==> src/verilog/uart_pkg.sv <==
package uart_pkg;

  localparam int n_chan = 4;
  localparam int chan_w = 2;
  typedef logic [chan_w-1:0] chan_t;

  localparam int cmd_w = 16;
  typedef logic [cmd_w-1:0] cmd_t;

  typedef logic [7:0] byte_t;

  // parity-error flag sits above the byte
  typedef logic [8:0] read_t;

  // 1.8432 MHz clock over 115200 baud
  localparam int clks_per_bit = 16;
  typedef logic [4:0] cnt_t;

  // start, eight data, parity, stop
  localparam int frame_bits = 11;

  typedef enum logic [2:0] {
    tx_idle,
    tx_start,
    tx_data,
    tx_parity,
    tx_stop
  } tx_state_t;

  typedef enum logic [2:0] {
    rx_idle,
    rx_start,
    rx_data,
    rx_parity,
    rx_stop
  } rx_state_t;

  typedef enum logic [1:0] {
    hs_idle,
    hs_wait_ack,
    hs_wait_release,
    hs_done
  } hs_state_t;

endpackage

==> src/verilog/baud_tick.sv <==
module baud_tick (
  input  logic clk,
  input  logic rst_n,
  input  logic run,
  input  logic half,
  output logic tick
);

  uart_pkg::cnt_t cnt;

  // held at the preload while stopped, so the first period can be short
  always_ff @(posedge clk or negedge rst_n) begin
    if (!rst_n) begin
      cnt <= '0;
    end else if (!run) begin
      cnt <= half ? uart_pkg::cnt_t'(uart_pkg::clks_per_bit / 2) : '0;
    end else if (tick) begin
      cnt <= '0;
    end else begin
      cnt <= cnt + 1'b1;
    end
  end

  assign tick = (cnt == uart_pkg::cnt_t'(uart_pkg::clks_per_bit - 1));

  // owner must only stop the counter on a tick
  a_no_idle_tick: assert property (
    @(posedge clk) disable iff (!rst_n)
    !run |-> !tick
  );

endmodule

==> src/verilog/uart_tx.sv <==
module uart_tx (
  input  logic            clk,
  input  logic            rst_n,
  input  logic            start,
  input  uart_pkg::byte_t data,
  output logic            tx,
  output logic            busy,
  output logic            done
);

  uart_pkg::tx_state_t state;
  logic [uart_pkg::frame_bits-1:0] frame;
  logic [2:0] bit_cnt;
  logic tick;

  assign busy = (state != uart_pkg::tx_idle);

  baud_tick u_tick (
    .clk   (clk),
    .rst_n (rst_n),
    .run   (busy),
    .half  (1'b0),
    .tick  (tick)
  );

  // frame[0] is the bit on the line with ones shifting in behind the stop bit
  always_ff @(posedge clk) begin
    if (start && !busy) begin
      frame <= {1'b1, ~^data, data, 1'b0};
    end else if (tick) begin
      frame <= {1'b1, frame[uart_pkg::frame_bits-1:1]};
    end
  end

  always_ff @(posedge clk or negedge rst_n) begin
    if (!rst_n) begin
      state   <= uart_pkg::tx_idle;
      bit_cnt <= '0;
      tx      <= 1'b1;
      done    <= 1'b0;
    end else begin
      done <= 1'b0;
      case (state)
        uart_pkg::tx_idle: begin
          if (start) begin
            state   <= uart_pkg::tx_start;
            bit_cnt <= '0;
            tx      <= 1'b0;
          end
        end
        uart_pkg::tx_start: begin
          if (tick) begin
            state <= uart_pkg::tx_data;
            tx    <= frame[1];
          end
        end
        uart_pkg::tx_data: begin
          if (tick) begin
            tx      <= frame[1];
            bit_cnt <= bit_cnt + 1'b1;
            if (bit_cnt == 3'd7) begin
              state <= uart_pkg::tx_parity;
            end
          end
        end
        uart_pkg::tx_parity: begin
          if (tick) begin
            state <= uart_pkg::tx_stop;
            tx    <= frame[1];
          end
        end
        uart_pkg::tx_stop: begin
          if (tick) begin
            state <= uart_pkg::tx_idle;
            done  <= 1'b1;
          end
        end
        default: state <= uart_pkg::tx_idle;
      endcase
    end
  end

  // channel sequencer must wait for done
  a_start_when_idle: assert property (
    @(posedge clk) disable iff (!rst_n)
    !(start && busy)
  );

endmodule

==> src/verilog/uart_rx.sv <==
module uart_rx (
  input  logic            clk,
  input  logic            rst_n,
  input  logic            rx,
  output logic            valid,
  output uart_pkg::read_t word
);

  uart_pkg::rx_state_t state;
  uart_pkg::byte_t data_q;
  logic rx_s1;
  logic rx_s2;
  logic par_q;
  logic [2:0] bit_cnt;
  logic run;
  logic tick;

  // two-flop synchronizer for a line that idles high
  always_ff @(posedge clk or negedge rst_n) begin
    if (!rst_n) begin
      rx_s1 <= 1'b1;
      rx_s2 <= 1'b1;
    end else begin
      rx_s1 <= rx;
      rx_s2 <= rx_s1;
    end
  end

  assign run = (state != uart_pkg::rx_idle);

  // half-period preload puts every tick at mid-bit
  baud_tick u_tick (
    .clk   (clk),
    .rst_n (rst_n),
    .run   (run),
    .half  (1'b1),
    .tick  (tick)
  );

  always_ff @(posedge clk or negedge rst_n) begin
    if (!rst_n) begin
      state   <= uart_pkg::rx_idle;
      bit_cnt <= '0;
    end else begin
      case (state)
        uart_pkg::rx_idle: begin
          if (!rx_s2) begin
            state <= uart_pkg::rx_start;
          end
        end
        uart_pkg::rx_start: begin
          // a glitch shorter than half a bit is ignored
          if (tick) begin
            state   <= rx_s2 ? uart_pkg::rx_idle : uart_pkg::rx_data;
            bit_cnt <= '0;
          end
        end
        uart_pkg::rx_data: begin
          if (tick) begin
            bit_cnt <= bit_cnt + 1'b1;
            if (bit_cnt == 3'd7) begin
              state <= uart_pkg::rx_parity;
            end
          end
        end
        uart_pkg::rx_parity: begin
          if (tick) begin
            state <= uart_pkg::rx_stop;
          end
        end
        uart_pkg::rx_stop: begin
          if (tick) begin
            state <= uart_pkg::rx_idle;
          end
        end
        default: state <= uart_pkg::rx_idle;
      endcase
    end
  end

  // lsb first
  always_ff @(posedge clk) begin
    if (tick && state == uart_pkg::rx_data) begin
      data_q <= {rx_s2, data_q[7:1]};
    end
    if (tick && state == uart_pkg::rx_parity) begin
      par_q <= rx_s2;
    end
  end

  assign valid = (state == uart_pkg::rx_stop) && tick;
  assign word  = {(par_q != ~^data_q), data_q};

endmodule

==> src/verilog/uart_channel.sv <==
module uart_channel (
  input  logic            clk,
  input  logic            rst_n,
  input  logic            req,
  output logic            ack,
  input  uart_pkg::cmd_t  cmd,
  input  logic            rx,
  output logic            tx,
  output logic            full,
  output uart_pkg::read_t word,
  input  logic            take
);

  uart_pkg::cmd_t cmd_q;
  uart_pkg::byte_t tx_byte;
  uart_pkg::read_t rx_word;
  logic accept;
  logic sending;
  logic kick;
  logic lo_next;
  logic tx_start;
  logic tx_done;
  logic rx_valid;

  assign accept   = req && !ack && !sending;
  assign tx_start = kick || (lo_next && tx_done);
  assign tx_byte  = kick ? cmd_q[uart_pkg::cmd_w-1:8] : cmd_q[7:0];

  always_ff @(posedge clk) begin
    if (accept) begin
      cmd_q <= cmd;
    end
  end

  // busy until both frames are out so ack is held off meanwhile
  always_ff @(posedge clk or negedge rst_n) begin
    if (!rst_n) begin
      ack     <= 1'b0;
      sending <= 1'b0;
      kick    <= 1'b0;
      lo_next <= 1'b0;
    end else begin
      kick <= 1'b0;
      if (accept) begin
        ack     <= 1'b1;
        sending <= 1'b1;
        kick    <= 1'b1;
        lo_next <= 1'b1;
      end else if (ack && !req) begin
        ack <= 1'b0;
      end
      if (tx_done) begin
        if (lo_next) begin
          lo_next <= 1'b0;
        end else begin
          sending <= 1'b0;
        end
      end
    end
  end

  uart_tx u_tx (
    .clk   (clk),
    .rst_n (rst_n),
    .start (tx_start),
    .data  (tx_byte),
    .tx    (tx),
    .busy  (),
    .done  (tx_done)
  );

  uart_rx u_rx (
    .clk   (clk),
    .rst_n (rst_n),
    .rx    (rx),
    .valid (rx_valid),
    .word  (rx_word)
  );

  // one-entry buffer that drops arrivals while full
  always_ff @(posedge clk or negedge rst_n) begin
    if (!rst_n) begin
      full <= 1'b0;
    end else if (take) begin
      full <= 1'b0;
    end else if (rx_valid) begin
      full <= 1'b1;
    end
  end

  always_ff @(posedge clk) begin
    if (rx_valid && !full) begin
      word <= rx_word;
    end
  end

  a_take_when_full: assert property (
    @(posedge clk) disable iff (!rst_n)
    take |-> full
  );

endmodule

==> src/verilog/cmd_dispatch.sv <==
module cmd_dispatch (
  input  logic                      clk,
  input  logic                      rst_n,
  input  logic                      cmd_req,
  output logic                      cmd_ack,
  input  uart_pkg::cmd_t            cmd_data,
  input  uart_pkg::chan_t           cmd_chan,
  output logic [uart_pkg::n_chan-1:0] chan_req,
  input  logic [uart_pkg::n_chan-1:0] chan_ack,
  output uart_pkg::cmd_t            cmd
);

  uart_pkg::hs_state_t state;
  uart_pkg::chan_t chan_q;

  // single command bus held stable for the whole channel handshake
  always_ff @(posedge clk) begin
    if (state == uart_pkg::hs_idle && cmd_req) begin
      cmd    <= cmd_data;
      chan_q <= cmd_chan;
    end
  end

  always_ff @(posedge clk or negedge rst_n) begin
    if (!rst_n) begin
      state <= uart_pkg::hs_idle;
    end else begin
      case (state)
        uart_pkg::hs_idle: begin
          if (cmd_req) begin
            state <= uart_pkg::hs_wait_ack;
          end
        end
        uart_pkg::hs_wait_ack: begin
          if (chan_ack[chan_q]) begin
            state <= uart_pkg::hs_wait_release;
          end
        end
        uart_pkg::hs_wait_release: begin
          if (!chan_ack[chan_q]) begin
            state <= uart_pkg::hs_done;
          end
        end
        uart_pkg::hs_done: begin
          if (!cmd_req) begin
            state <= uart_pkg::hs_idle;
          end
        end
        default: state <= uart_pkg::hs_idle;
      endcase
    end
  end

  always_comb begin
    chan_req = '0;
    if (state == uart_pkg::hs_wait_ack) begin
      chan_req[chan_q] = 1'b1;
    end
  end

  // host sees ack only after the channel has let go
  assign cmd_ack = (state == uart_pkg::hs_done);

  // only one channel is ever inside a handshake
  a_one_chan_req: assert property (
    @(posedge clk) disable iff (!rst_n)
    $onehot0(chan_req | chan_ack)
  );

endmodule

==> src/verilog/read_collect.sv <==
module read_collect (
  input  logic                        clk,
  input  logic                        rst_n,
  input  logic [uart_pkg::n_chan-1:0] full,
  input  uart_pkg::read_t             word [uart_pkg::n_chan],
  output logic [uart_pkg::n_chan-1:0] take,
  output logic                        read_req,
  input  logic                        read_ack,
  output uart_pkg::read_t             read_data,
  output uart_pkg::chan_t             read_chan
);

  uart_pkg::hs_state_t state;
  uart_pkg::chan_t ptr;
  uart_pkg::chan_t pick;
  logic found;

  // first full buffer at or after ptr with wraparound
  always_comb begin
    uart_pkg::chan_t idx;
    found = 1'b0;
    pick  = ptr;
    for (int k = 0; k < uart_pkg::n_chan; k++) begin
      idx = uart_pkg::chan_t'(ptr + k);
      if (!found && full[idx]) begin
        found = 1'b1;
        pick  = idx;
      end
    end
  end

  always_ff @(posedge clk) begin
    if (state == uart_pkg::hs_idle && found) begin
      read_data <= word[pick];
      read_chan <= pick;
    end
  end

  always_ff @(posedge clk or negedge rst_n) begin
    if (!rst_n) begin
      state <= uart_pkg::hs_idle;
      ptr   <= '0;
    end else begin
      case (state)
        uart_pkg::hs_idle: begin
          if (found) begin
            state <= uart_pkg::hs_wait_ack;
            ptr   <= pick + 1'b1;
          end
        end
        uart_pkg::hs_wait_ack: begin
          if (read_ack) begin
            state <= uart_pkg::hs_wait_release;
          end
        end
        uart_pkg::hs_wait_release: begin
          if (!read_ack) begin
            state <= uart_pkg::hs_idle;
          end
        end
        default: state <= uart_pkg::hs_idle;
      endcase
    end
  end

  assign read_req = (state == uart_pkg::hs_wait_ack);

  // buffer is freed as the host acks
  always_comb begin
    take = '0;
    if (state == uart_pkg::hs_wait_ack && read_ack) begin
      take[read_chan] = 1'b1;
    end
  end

  // offered buffer stays full until it is taken
  a_req_while_full: assert property (
    @(posedge clk) disable iff (!rst_n)
    read_req |-> full[read_chan]
  );

endmodule

==> src/verilog/uart_bridge.sv <==
module uart_bridge (
  input  logic                        clk,
  input  logic                        rst_n,
  input  logic                        cmd_req,
  output logic                        cmd_ack,
  input  uart_pkg::cmd_t              cmd_data,
  input  uart_pkg::chan_t             cmd_chan,
  input  logic [uart_pkg::n_chan-1:0] rx,
  output logic [uart_pkg::n_chan-1:0] tx,
  output logic                        read_req,
  input  logic                        read_ack,
  output uart_pkg::read_t             read_data,
  output uart_pkg::chan_t             read_chan
);

  logic [uart_pkg::n_chan-1:0] chan_req;
  logic [uart_pkg::n_chan-1:0] chan_ack;
  logic [uart_pkg::n_chan-1:0] full;
  logic [uart_pkg::n_chan-1:0] take;
  uart_pkg::cmd_t cmd_bus;
  uart_pkg::read_t ch_word [uart_pkg::n_chan];

  cmd_dispatch u_dispatch (
    .clk      (clk),
    .rst_n    (rst_n),
    .cmd_req  (cmd_req),
    .cmd_ack  (cmd_ack),
    .cmd_data (cmd_data),
    .cmd_chan (cmd_chan),
    .chan_req (chan_req),
    .chan_ack (chan_ack),
    .cmd      (cmd_bus)
  );

  for (genvar i = 0; i < uart_pkg::n_chan; i++) begin : g_chan
    uart_channel u_chan (
      .clk   (clk),
      .rst_n (rst_n),
      .req   (chan_req[i]),
      .ack   (chan_ack[i]),
      .cmd   (cmd_bus),
      .rx    (rx[i]),
      .tx    (tx[i]),
      .full  (full[i]),
      .word  (ch_word[i]),
      .take  (take[i])
    );
  end

  read_collect u_collect (
    .clk       (clk),
    .rst_n     (rst_n),
    .full      (full),
    .word      (ch_word),
    .take      (take),
    .read_req  (read_req),
    .read_ack  (read_ack),
    .read_data (read_data),
    .read_chan (read_chan)
  );

endmodule

==> config.mk <==
export PLATFORM = sky130hd
export DESIGN_NAME = uart_bridge
export DESIGN_NICKNAME = d
export VERILOG_FILES = /design/src/verilog/uart_pkg.sv /design/src/verilog/baud_tick.sv /design/src/verilog/uart_tx.sv /design/src/verilog/uart_rx.sv /design/src/verilog/uart_channel.sv /design/src/verilog/cmd_dispatch.sv /design/src/verilog/read_collect.sv /design/src/verilog/uart_bridge.sv
export SDC_FILE = /design/constraint.sdc
export NUM_CORES = 1
export LEC_CHECK = 0
export BUFFER_PORTS_ARGS = -buffer_cell sky130_fd_sc_hd__buf_2
export CAP_MARGIN = 25
export CORE_MARGIN = 2
export CORE_UTILIZATION = 35
export CTS_CLUSTER_DIAMETER = 40
export CTS_CLUSTER_SIZE = 12
export DETAILED_ROUTE_END_ITERATION = 10
export PLACE_DENSITY = 0.56
export SYNTH_ARGS = -nofsm -noshare
export SYNTH_HDL_FRONTEND = slang
export SYNTH_HIERARCHICAL = 1
export SYNTH_SLANG_ARGS = --single-unit
==> constraint.sdc <==
create_clock -name clk -period 5.4 [get_ports clk]
set_clock_uncertainty 0.15 [all_clocks]
set_input_delay 1.35 -clock clk [delete_from_list [all_inputs] [get_ports clk]]
set_output_delay 1.35 -clock clk [all_outputs]
set_load 0.01 [all_outputs]
* Word-level counts from Yosys, hierarchy flattened
Cells that the tools add are included. W data, S select, Z words.
Storage, ports and cells: register bits 335, input port bits 26, output and inout port bits 17, word-level logic and storage cells 592
Cells by class: add/sub/neg operators 20, magnitude comparators 9, equality and inequality tests 116, muxes and demuxes 207, bitwise operators 1, reductions and logical operators 148
Operators with widths (count):
- $mux W3 | 60
- $pmux W3 S5 | 8
- $ne A2 B2 Y1 const B | 52
- $mux W10 | 8
- $mux W5 | 16
- $mux W1 | 71
- $reduce_xnor A8 Y1 | 8
- $eq A3 B2 Y1 const B | 16
- $eq A3 B3 Y1 const B | 16
- $pmux W3 S2 | 8
- $reduce_and A6 Y1 | 8
- $reduce_bool A2 Y1 | 24
- $logic_and A1 B1 Y1 | 44
- $add A5 B1 Y5 const B | 8
- $eq A5 B4 Y1 const B | 8
- $reduce_and A3 Y1 | 13
- $mux W8 | 4
- $mux W2 | 14
- $add A3 B1 Y3 const B | 8
- $eq A3 B1 Y1 const B | 8
- $logic_not A3 Y1 | 8
- $reduce_bool A3 Y1 | 8
- $logic_not A1 Y1 | 23
- $bmux W9 S2 | 1
- other kinds (22) | 59

* Longest topological paths before layout
Gate-level depths: netlist of the first run.
depth in word-level cells 16, mapped depth 8

* Cells and area by module
The synthesis of the first run kept the hierarchy.
By module, submodules not included:
- uart_channel | times used 4, cells an instance 51, area each 1078.5 um^2
- uart_tx | times used 4, cells an instance 83, area each 883.3 um^2
- uart_rx at g_chan[0].u_chan.u_rx ... | times used 3, cells an instance 52, area each 738.2 um^2
- baud_tick | times used 8, cells an instance 19, area each 219.0 um^2
- read_collect | times used 1, cells an instance 100, area each 909.6 um^2
- cmd_dispatch | times used 1, cells an instance 40, area each 774.5 um^2
- uart_rx at g_chan[3].u_chan.u_rx | times used 1, cells an instance 55, area each 749.5 um^2

* Worst setup path before layout of the first run
No wires, ideal clock.
path type register -> register, start point register u_dispatch.state[1], end point register g_chan[1].u_chan.cmd_q[0], enable pin, library setup time 0.392 ns, arrival 1.942 ns, path slack 2.916 ns, cell stages (with the launch flop) 7, clock period less this slack 2.484 ns, path through dfrtp_1 -> inv_1 -> ha_1 -> inv_1 -> nor3b_1 -> nor2b_1 -> nor2b_1
On the way: cells in the longest elaborated chain, start to end 4
Ends and longest elaborated chain:
- start, declared | RTL line cmd_dispatch.sv:13 | uart_pkg::hs_state_t state;
- start signal, assigned | RTL line cmd_dispatch.sv:26 | state <= uart_pkg::hs_idle;
- start signal, assigned | RTL line cmd_dispatch.sv:31 | state <= uart_pkg::hs_wait_ack;
- start signal, assigned | RTL line cmd_dispatch.sv:36 | state <= uart_pkg::hs_wait_release;
- $eq A2 B1 Y1 | RTL line cmd_dispatch.sv:56 | if (state == uart_pkg::hs_wait_ack) begin
- $mux W4 | RTL line cmd_dispatch.sv:56
- net chan_req, one bit | RTL line uart_bridge.sv:16 | logic [uart_pkg::n_chan-1:0] chan_req;
- $logic_and A1 B1 Y1 (2 in series) | RTL line uart_channel.sv:25 | assign accept = req && !ack && !sending;
- net g_chan[1].u_chan.accept | RTL line uart_channel.sv:17 | logic accept;
- end signal, assigned | RTL line uart_channel.sv:31 | cmd_q <= cmd;
- end, declared | RTL line uart_channel.sv:14 | uart_pkg::cmd_t cmd_q;
The timed path passes the listed nets, and every way through them passes these cells. A chain may end at the register's enable or synchronous reset.

* Final worst setup path of the first run
start point register u_collect.state[0], end point output read_req
On the way: cells in the longest elaborated chain, start to end 1
Ends and longest elaborated chain:
- start, declared | RTL line read_collect.sv:13 | uart_pkg::hs_state_t state;
- start signal, assigned | RTL line read_collect.sv:41 | state <= uart_pkg::hs_idle;
- start signal, assigned | RTL line read_collect.sv:47 | state <= uart_pkg::hs_wait_ack;
- start signal, assigned | RTL line read_collect.sv:53 | state <= uart_pkg::hs_wait_release;
- $eq A2 B1 Y1 | RTL line read_collect.sv:66 | assign read_req = (state == uart_pkg::hs_wait_ack);
- end, declared | RTL line uart_bridge.sv:10 | output logic read_req,
No other way between the ends.

==> impl_metrics.ini, run 1 <==
[synth]
synth_top_family_by_area = simple AND/OR/NAND/NOR gates
synthCells = 1039
yosysWarnings = 6
synth_xor_area_share_pct = 5.058
syn-num-nets = 1094
synth_compound_area_share_pct = 8.185
async_flop_share_pct = 39.27
synthAdderAreaFrac_pct = 2.547
ys_ff_latch = 331
synth_flop_cell = edfxtp_1
seq_area_frac_synth_pct = 65.30
synthesis.area_um2 = 14250
synthMuxAreaShare_pct = 5.041
yosysUniqueCellTypes = 59
yosys.area_share.simple_pct = 11.06
synth_edf_count = 201
synth.avg_cell_area_um2 = 13.71

[routing]
detail-route-antenna-nets = 0
drt_wl_total_um = 24390
wl_per_cell_um = 14.61
first_pass_iters = 5
vias = 7837
route.detailed.vias_per_inst = 4.696
drc_errors = 0
drt-initial-drc-count = 574

[final_layout]
areaGrowthSynthToFinish_pct = 15.42
layoutNonFillerInstCount = 1669
final_util_pct = 41.20
layout-drive-gt1-share_pct = 21.08
final_nets = 1161
n_fill_cell = 3690

[floorplan]
core_area_um2 = 39910
rows = 73
dieArea_um2 = 42340
die_w_um = 205.8
die_h_um = 205.8
initial_core_util_pct = 35.69
io_pins = 43

[setup_path]
path_cells = nor2b_1 -> buf_2
crit_path_end_kind = primary output
required_ns = 3.90
path_max_fanout = 5
critPathSlowestCell = dfrtp_1
path_class = register to primary output
critPathMaxStageDelay_ns = 0.40
cp_data_arrival_time_ns = 1.43
cp-start-kind = register

[power_and_ir_drop]
ir_drop_mv = 0.3311
p_total_uw = 7829
p_leak_uw = 0.006436
power_density_nw_per_um2 = 476.1

[global_routing]
grt_pass1_vias = 7966
grt_max_degree = 88
overflow = 0
grt_usage_pct = 12.06
antenna_found_initial = 1
grt_first_pass_wirelength_um = 40480

[place]
place_inst = 1584
dp_hpwl_um = 16060
place_congestion = 0.7540
pre_cts_slack_ns = 2.703
portBuffers = 42

[timing]
fin_tns_setup_ns = 0
tightest_slew_ns = 0.9239
maxSlewHeadroom_pct = 38.18
rsz0062_at_grt = false
max_freq_mhz = 340.7
hold_violations = 0
slew_violations = 0
finalCritPeriodShare_pct = 54.35
post-route-min-period_ns = 2.935
timing.final.ws_setup_ns = 2.465
setup_viol = 0

[clock_tree]
clkTransAtPathRegs_ns = 0.06
cts_resized = 0
cts_buffer_depth = 3
cts_tree = built
root_buffer = clkbuf_16
clock_sink_count = 331
numCtsBuffers = 45
clk_latency_ns = 0.54
htreeDepth = 2
postCtsHoldBufs = 0
cts_setup_buffers = 0

[min_path]
hold_path_class = register to register

[run_status]
outcome = completed

[job]
drv_cap = 0
[layout by cell type (no fill, tap or decap), types with 6 or more instances in the layout]
cell         n
a21oi_1     14
clkinv_2     7
mux2_2       8
buf_2       41
nor2_1      69
clkbuf_16   47
o21ai_0     43
dfrtp_1    118
and3_1      12
nor3_1       7
o2bb2ai_1    7
o22ai_2      8
inv_1       31
nor3b_1      6
nor2b_1     29
nor2_4       8
and3_2       9
nand3_1     16
mux2_4      37
o21ai_2      9
o21ai_1     11
clkbuf_1     9
xnor2_1     44
xor2_1      28
ha_1        29
conb_1       8
buf_4       10
and2_1       9
nand2_1    123
a32oi_1      9
a22o_1      23
edfxtp_1   201
a31oi_1      6
dfstp_2     12
[logic make-up after synthesis]
family	count (synthesis)
other cells	8
xor+xnor	76
simple gates	316
flops	331
fa+ha+maj	29
compound gates	162
mux	51
buf+inv	66
[synth_stat cells, types with 5 or more instances]
cell type / instances / area, um^2
mux2i_1: 5 / 50.05
nor2b_1: 29 / 181.4
o21ai_0: 43 / 215.2
nand2_1: 123 / 461.7
o21ai_1: 11 / 55.05
inv_1: 31 / 116.4
o22ai_2: 8 / 100.1
buf_2: 9 / 45.04
a22o_1: 23 / 201.4
nor2_4: 8 / 90.09
nor2_1: 69 / 259.0
mux2_2: 8 / 90.09
a211oi_1: 5 / 37.54
a32oi_1: 9 / 78.83
nand3_1: 16 / 80.08
o2bb2ai_1: 7 / 61.31
edfxtp_1: 201 / 6036
and3_1: 12 / 75.07
a21oi_1: 14 / 70.07
dfstp_2: 12 / 315.3
clkbuf_1: 9 / 33.78
and3_2: 9 / 67.56
ha_1: 29 / 362.9
and2_1: 9 / 56.30
conb_1: 8 / 30.03
xnor2_1: 44 / 385.4
o21ai_2: 9 / 78.83
buf_6: 14 / 157.7
xor2_1: 28 / 245.2
nor3_1: 8 / 40.04
nor3b_1: 6 / 45.04
a2bb2oi_1: 5 / 43.79
dfrtp_1: 118 / 2953
mux2_4: 37 / 555.5
a31oi_1: 6 / 37.54
[per-layer routing]
metal  global-route usage [%]  wire [um]  up-vias
li1                         -          -     3871
met1                    16.08      11300     3776
met3                    2.898       1151       55
met4                    4.496        663        0
met5                        0          0        -
met2                    19.06      11270      135
[cell type report]
| class | instances | area (um^2) | area share (%) |
|---|---|---|---|
| timing repair buffer | 53 | 302.8 | 1.841 |
| clock buffer | 58 | 1237 | 7.525 |
| antenna | 1 | 2.502 | 0.01522 |
| multi-input combinational | 642 | 4578 | 27.84 |
| sequential | 331 | 9304 | 56.58 |
| inverter | 33 | 126.4 | 0.7685 |
| tap | 525 | 656.9 | 3.995 |
| clock inverter | 26 | 236.5 | 1.438 |
[stage by stage]
step           hold WS [ns]  cell area [um^2]
2_1_floorplan        0.1952             14250
3_3_place_gp         0.1963             14960
3_5_place_dp         0.1973             14970
4_1_cts              0.1948             16440
5_1_grt              0.1949             16440
6_report             0.1937             16440
[final timing paths]
| kind | startpoint | endpoint | slack [ns] | cells past startpoint |
|---|---|---|---|---|
| hold reg to reg | g_chan[0].u_chan/u_rx/rx_s1 | g_chan[0].u_chan/u_rx/rx_s2 | 0.19 | 0 |
| max in group asynchronous | rst_n | g_chan[2].u_chan/u_tx/tx | 3.44 | 2 |
| setup / recovery | u_collect/state[0] | read_req | 2.47 | 2 |
| setup reg to reg | g_chan[3].u_chan/u_rx/u_tick/cnt[0] | g_chan[3].u_chan/word[2] | 2.90 | 5 |
| min in group asynchronous | rst_n | g_chan[2].u_chan/kick | 0.68 | 1 |
| hold / removal | g_chan[0].u_chan/u_rx/rx_s1 | g_chan[0].u_chan/u_rx/rx_s2 | 0.19 | 0 |
[critical path: cells and delay by family (launching register included)]
| family | cells | cell delay, ns |
|---|---|---|
| buffers and inverters | 1 | 0.21 |
| DFF | 1 | 0.40 |
| and+or+nand+nor | 1 | 0.29 |
[report_power, final]
group | switching, uW | internal (uW) | total (uW)
sequential | 361 | 3140 | 3500
combinational | 820 | 655 | 1480
clock | 1110 | 1740 | 2850
[state kept, by name (all words and copies together) (netlist names), 9 cells and up]
| name | cells |
|---|---|
| u_collect/read_data | 9 |
| g_chan.u_chan/cmd_q | 64 |
| g_chan.u_chan/u_rx/state | 12 |
| g_chan.u_chan/u_rx/u_tick/cnt | 20 |
| g_chan.u_chan/u_tx/bit_cnt | 12 |
| g_chan.u_chan/u_tx/state | 12 |
| g_chan.u_chan/u_tx/frame | 36 |
| g_chan.u_chan/u_rx/data_q | 32 |
| g_chan.u_chan/u_tx/u_tick/cnt | 20 |
| u_dispatch/cmd | 16 |
| g_chan.u_chan/word | 36 |
| g_chan.u_chan/u_rx/bit_cnt | 12 |
Note: power is estimated with default switching activity, not from simulation.
==> inputs of run 2 (changes only) <==
--- a/config.mk
+++ b/config.mk
@@ -5,6 +5,7 @@
 export SDC_FILE = /design/constraint.sdc
 export NUM_CORES = 1
 export LEC_CHECK = 0
+export ABC_AREA = 1
 export BUFFER_PORTS_ARGS = -buffer_cell sky130_fd_sc_hd__buf_2
 export CAP_MARGIN = 25
 export CORE_MARGIN = 2
==> constraint.sdc (replaced) <==
create_clock -name clk -period 3 [get_ports clk]
set_clock_uncertainty 0.15 [all_clocks]
set_input_delay 0.75 -clock clk [delete_from_list [all_inputs] [get_ports clk]]
set_output_delay 0.75 -clock clk [all_outputs]
set_load 0.01 [all_outputs]
==> run 2 against run 1 <==
Net effect: highest routed layer unchanged; critical path depth up 11; worst hold slack worse by 0.052 ns; register-to-register slack worse by 2.5 ns; critical path type is now register to register; routed wire length up 18%.
==> impl_metrics.ini, run 2 <==
[setup_path]
path_class = register to register
crit_path_end_kind = register
rr_worst_depth = 13
reg2reg_slack_ns = 0.38
r2r-start = u_collect/ptr[0]
rr_endpoint = u_collect/read_data[1]
required_ns = 3.15
cp-start-kind = register
path_max_fanout = 20
cp_data_arrival_time_ns = 2.77

[floorplan]
rows = 77
die_w_um = 214.9
core_area_um2 = 44030
die_h_um = 214.9
initial_core_util_pct = 35.36
io_pins = 43
dieArea_um2 = 46190

[global_routing]
antenna_found_initial = 0
grt_max_degree = 55
grt_usage_pct = 12.87
grt_pass1_vias = 10230
grt_first_pass_wirelength_um = 49240
overflow = 0

[timing]
slew_violations = 0
setup_viol = 0
max_freq_mhz = 381.4
hold_violations = 0
timing.final.ws_setup_ns = 0.3782
maxSlewHeadroom_pct = 48.89
rsz0062_at_grt = false
fin_tns_setup_ns = 0
tightest_slew_ns = 0.7638
post-route-min-period_ns = 2.622
finalCritPeriodShare_pct = 87.39

[routing]
wl_per_cell_um = 12.45
drt_wl_total_um = 28890
first_pass_iters = 7
drc_errors = 0
detail-route-antenna-nets = 0
route.detailed.vias_per_inst = 4.510
vias = 10470
drt-initial-drc-count = 623

[clock_tree]
cts_setup_buffers = 0
clkTransAtPathRegs_ns = 0.05
clock_sink_count = 331
cts_tree = built
htreeDepth = 2
clk_latency_ns = 0.56
root_buffer = clkbuf_16
numCtsBuffers = 51
cts_buffer_depth = 3

[synth]
yosysWarnings = 6
synth_top_area_share_pct = 38.77
synthCells = 1597
syn-num-nets = 1652
ys_ff_latch = 331
yosysUniqueCellTypes = 37
synth_flop_cell = edfxtp_1
async_flop_share_pct = 39.27
synth_area_leaders = edfxtp_1 39%, dfrtp_1 19%, nand2_1 13%
synth_edf_count = 201
synth_commonest_cells = 536 x nand2_1, 201 x edfxtp_1, 176 x inv_1
synth.avg_cell_area_um2 = 9.749
seq_area_frac_synth_pct = 59.76
yosysMostFrequentCell = nand2_1
synth_top_cell_by_area = edfxtp_1
synthesis.area_um2 = 15570

[job]
drv_cap = 0

[final_layout]
final_common_cell = nand2_1
top_regs = g_chan.u_chan/cmd_q x64, g_chan.u_chan/u_tx/frame x36, g_chan.u_chan/word x36
final_nets = 1741
n_fill_cell = 4195
final_util_pct = 41.22
multi_input_area_um2 = 5325
seq_area_um2 = 9304
largest-register = g_chan.u_chan/cmd_q
largest_register_ffs = 64
areaGrowthSynthToFinish_pct = 16.55
layoutNonFillerInstCount = 2321
layout-drive-gt1-share_pct = 18.33
layout_common_cells = 536 x nand2_1, 201 x edfxtp_1, 176 x inv_1
diodes = 0

[place]
portBuffers = 42
place_inst = 2224
pre_cts_slack_ns = 0.3991
place_congestion = 0.8088
dp_hpwl_um = 20040

[min_path]
hold_path_class = primary input to register
min_to = g_chan[3].u_chan/u_rx/rx_s1
min_path_cells = 1
holdCritStartpoint = rx[3]

[run_status]
outcome = completed

[power_and_ir_drop]
p_leak_uw = 0.008357
ir_drop_mv = 0.5361
power_density_nw_per_um2 = 918.0
-- run 2: cell types whose count changed after synthesis, sizes merged, moves of 29 or more --
cell   before  now
inv        33  190
nor2       77  133
nor2b      29    0
nand3      16  151
nand2     123  579
mux2       45    0
xnor2      44   15
-- run 2: layer usage --
layer | vias to the layer above | track usage (%) | share of wire (%) | wire length (um)
li1 | 5377 | - | - | -
met1 | 4870 | 16.50 | 46 | 13280
met2 | 170 | 21.80 | 48 | 13810
met3 | 51 | 2.590 | 4.2 | 1206
met4 | 0 | 4.190 | 2.1 | 604
met5 | - | 0 | 0 | 0
-- run 2: worst max-delay path by stage --
stage / slack [ns] / from / endpoint / cells after the start
2_1_floorplan: 0.34 / u_dispatch/state[1] / g_chan[0].u_chan/cmd_q[0] / 6
3_3_place_gp: 0.51 / u_collect/ptr[0] / u_collect/read_data[0] / 13
3_5_place_dp: 0.40 / u_collect/ptr[0] / u_collect/read_data[3] / 13
4_1_cts: 0.39 / u_collect/ptr[0] / u_collect/read_data[0] / 13
5_1_grt: 0.06 / u_collect/ptr[0] / u_collect/read_data[8] / 12
6_report: 0.38 / u_collect/ptr[0] / u_collect/read_data[1] / 13
-- run 2: worst max-delay path, cell delays in order, from the launching register on --
cell and delay (ns):
dfrtp_1 0.65, inv_2 0.21, nand2_2 0.11, nand3_1 0.09, nand2_2 0.16, nand2_1 0.07, nand2_1 0.06, nand2_1 0.06
nand2_2 0.06, nand2_1 0.39, nand2_1 0.19, nand2_1 0.07, nand2_1 0.06, nand2_1 0.05
-- run 2: cell families (layout without fill, tap and decap cells) --
group                    count (synthesis)  count (layout)  share of synthesized area (%)
AO/OA/AOI/OAI                           98              98                          4.524
buffers and inverters                  211             343                          6.172
multiplexers                             1               1                         0.1446
other                                    8               8                         0.1929
XOR/XNOR                                19              19                          1.069
adder cells (fa/ha/maj)                 29              29                          2.330
flip-flops                             331             331                          59.76
AND/OR/NAND/NOR                        900             900                          25.81
-- run 2: area by class of cell --
class	count	area share (%)
clock inverter	40	2.117
inverter	190	3.985
clock buffer	56	7.308
sequential	331	51.27
timing repair buffer	57	1.896
multi-input combinational	1055	29.34
tap	592	4.082
-- run 2: timing repair --
| item | 4_1_cts | 5_1_grt |
|---|---|---|
| gates resized for setup | 0 | 0 |
| endpoints found under the hold margin | 35 | 0 |
| hold buffers | 1 | 0 |
-- run 2: per-stage QoR --
| stage | total power (uW) | hold WS, ns | cell area, um^2 |
|---|---|---|---|
| finish | 16660 | 0.1414 | 18150 |
| global route | 17860 | 0.1093 | 18150 |
| CTS | 16890 | 0.1109 | 18150 |
| detailed placement | 11000 | 0.1979 | 16430 |
| global placement | 10850 | 0.1971 | 16430 |
| floorplan | 10020 | 0.1952 | 15570 |
-- run 2: power breakdown --
group,switching (uW),leakage [uW],internal (uW)
clock network,2250,0.000813,3530
registers,786,0.00349,5790
logic,2790,0.00405,1520
==> inputs of run 3 (changes only) <==
--- a/config.mk
+++ b/config.mk
@@ -9,11 +9,11 @@
 export BUFFER_PORTS_ARGS = -buffer_cell sky130_fd_sc_hd__buf_2
 export CAP_MARGIN = 25
 export CORE_MARGIN = 2
-export CORE_UTILIZATION = 35
+export CORE_UTILIZATION = 25
 export CTS_CLUSTER_DIAMETER = 40
 export CTS_CLUSTER_SIZE = 12
 export DETAILED_ROUTE_END_ITERATION = 10
-export PLACE_DENSITY = 0.56
+export PLACE_DENSITY = 0.45
 export SYNTH_ARGS = -nofsm -noshare
 export SYNTH_HDL_FRONTEND = slang
 export SYNTH_HIERARCHICAL = 1
==> run 3 against run 2 <==
Net effect: design area rose by 3.0%; routed wire length is 7.5% higher; setup slack improved by 0.049 ns; die area rose by 39%.
==> impl_metrics.ini, run 3 (same netlist as run 2, synthesis figures left out) <==
[final_layout]
final_common_cell = nand2_1
areaGrowthSynthToFinish_pct = 20.03
multi_input_area_um2 = 5325
layout-drive-gt1-share_pct = 18.76
n_fill_cell = 6301
seq_area_um2 = 9304
largest-register = g_chan.u_chan/cmd_q
largest_register_ffs = 64
diodes = 0
layout_common_cells = 536 x nand2_1, 201 x edfxtp_1, 176 x inv_1
final_nets = 1746
layoutNonFillerInstCount = 2575
top_regs = g_chan.u_chan/cmd_q x64, g_chan.u_chan/u_tx/frame x36, g_chan.u_chan/word x36

[setup_path]
cp-start-kind = register
path_max_fanout = 20
worst_path_most_repeated_cell = nand2_1
critPathSlowestCell = dfrtp_1
r2r-start = u_collect/ptr[0]
cp_data_arrival_time_ns = 2.77
critPathMaxStageDelay_ns = 0.64
path_cells = inv_2 -> nand2_2 -> nand3_1 -> nand2_1 -> nand4_4 -> nand2_2 -> nand2_1 -> nand2_1 -> nand2_1 -> nand2_1 -> nand2_1
path_class = register to register
crit_start = u_collect/ptr[0]
required_ns = 3.19
crit_path_end_kind = register

[timing]
finalCritPeriodShare_pct = 85.77
max_freq_mhz = 388.6
maxSlewHeadroom_pct = 47.21
fin_tns_setup_ns = 0
slew_violations = 0
setup_viol = 0
hold_violations = 0
tightest_slew_ns = 0.7890
rsz0062_at_grt = false
post-route-min-period_ns = 2.573

[routing]
wirelength_met1_um = 14250
drt_wl_total_um = 31070
first_pass_iters = 4
vias = 10420
wl_per_cell_um = 12.07
topRoutingLayerUsed = met4
detail-route-antenna-nets = 0
wl_met2_um = 14540
wl_met3_um = 1297
drc_errors = 0
drt-initial-drc-count = 627
route.detailed.vias_per_inst = 4.047

[min_path]
holdCritStartpoint = rx[0]
hold_path_class = primary input to register

[clock_tree]
cts_resized = 0
clkTransAtPathRegs_ns = 0.06
clk_latency_ns = 0.61
htreeDepth = 2
cts_tree = built
cts_setup_buffers = 0
postCtsHoldBufs = 1
root_buffer = clkbuf_16
cts_buffer_depth = 3
clock_sink_count = 331
numCtsBuffers = 55

[global_routing]
overflow = 0
grt_max_degree = 47
grt_usage_pct = 10.11
grt_pass1_vias = 10380
grt_first_pass_wirelength_um = 52250
antenna_found_initial = 0

[job]
drv_cap = 0

[place]
place_inst = 2470
dp_hpwl_um = 21220
place_congestion = 0.7927
portBuffers = 42

[floorplan]
die_h_um = 253.6
core_area_um2 = 61600
rows = 91
initial_core_util_pct = 25.28
io_pins = 43
die_w_um = 253.6
dieArea_um2 = 64290

[power_and_ir_drop]
power_density_nw_per_um2 = 929.9
p_leak_uw = 0.008480
ir_drop_mv = 0.3947

[run_status]
outcome = completed
[run 3: final timing paths]
kind | endpoint | slack, ns | cells after the start
worst max-delay path | u_collect/read_data[8] | 0.43 | 11
worst min-delay path | g_chan[0].u_chan/u_rx/rx_s1 | 0.11 | 1
worst max register to register | u_collect/read_data[8] | 0.43 | 11
worst min register to register | g_chan[1].u_chan/u_rx/rx_s2 | 0.20 | 0
max in group asynchronous | g_chan[2].u_chan/u_rx/rx_s1 | 1.47 | 3
min in group asynchronous | g_chan[3].u_chan/kick | 0.52 | 2
[run 3: stage by stage]
stage	hold slack [ns]	util, %	area [um^2]	power (uW)	setup slack, ns
after floorplan	0.1952	-	15570	10020	0.3405
after global placement	0.1962	27.20	16750	10950	0.5025
after detailed placement	0.1970	27.20	16750	11060	0.4328
after CTS	0.06673	30.34	18690	17690	0.4146
after global routing	0.07502	30.34	18690	18680	0.1022
final	0.1099	30.34	18690	17380	0.4268
[run 3: metal layers]
layer | vias to the layer above | global-route usage [%]
li1 | 5390 | -
met1 | 4823 | 12.67
met2 | 142 | 16.74
met3 | 66 | 2.274
met4 | 0 | 4.294
met5 | - | 0
[run 3: where the power goes]
group	internal, uW	switching (uW)	leakage (uW)
Clock	4030	2450	0.000926
Combinational	1520	2800	0.00406
Sequential	5790	790	0.00349
[run 3: cell type report]
class	count	area share, %
clock inverter	44	2.665
inverter	190	3.870
clock buffer	60	7.633
timing repair buffer	58	1.948
multi-input combinational	1055	28.49
tap	837	5.604
sequential	331	49.79
[run 3: critical path: cells and delay by family (launching register included)]
| kind | cells | cell delay [ns] |
|---|---|---|
| buffers and inverters | 1 | 0.20 |
| AND/OR/NAND/NOR | 10 | 1.33 |
| flip-flops | 1 | 0.64 |
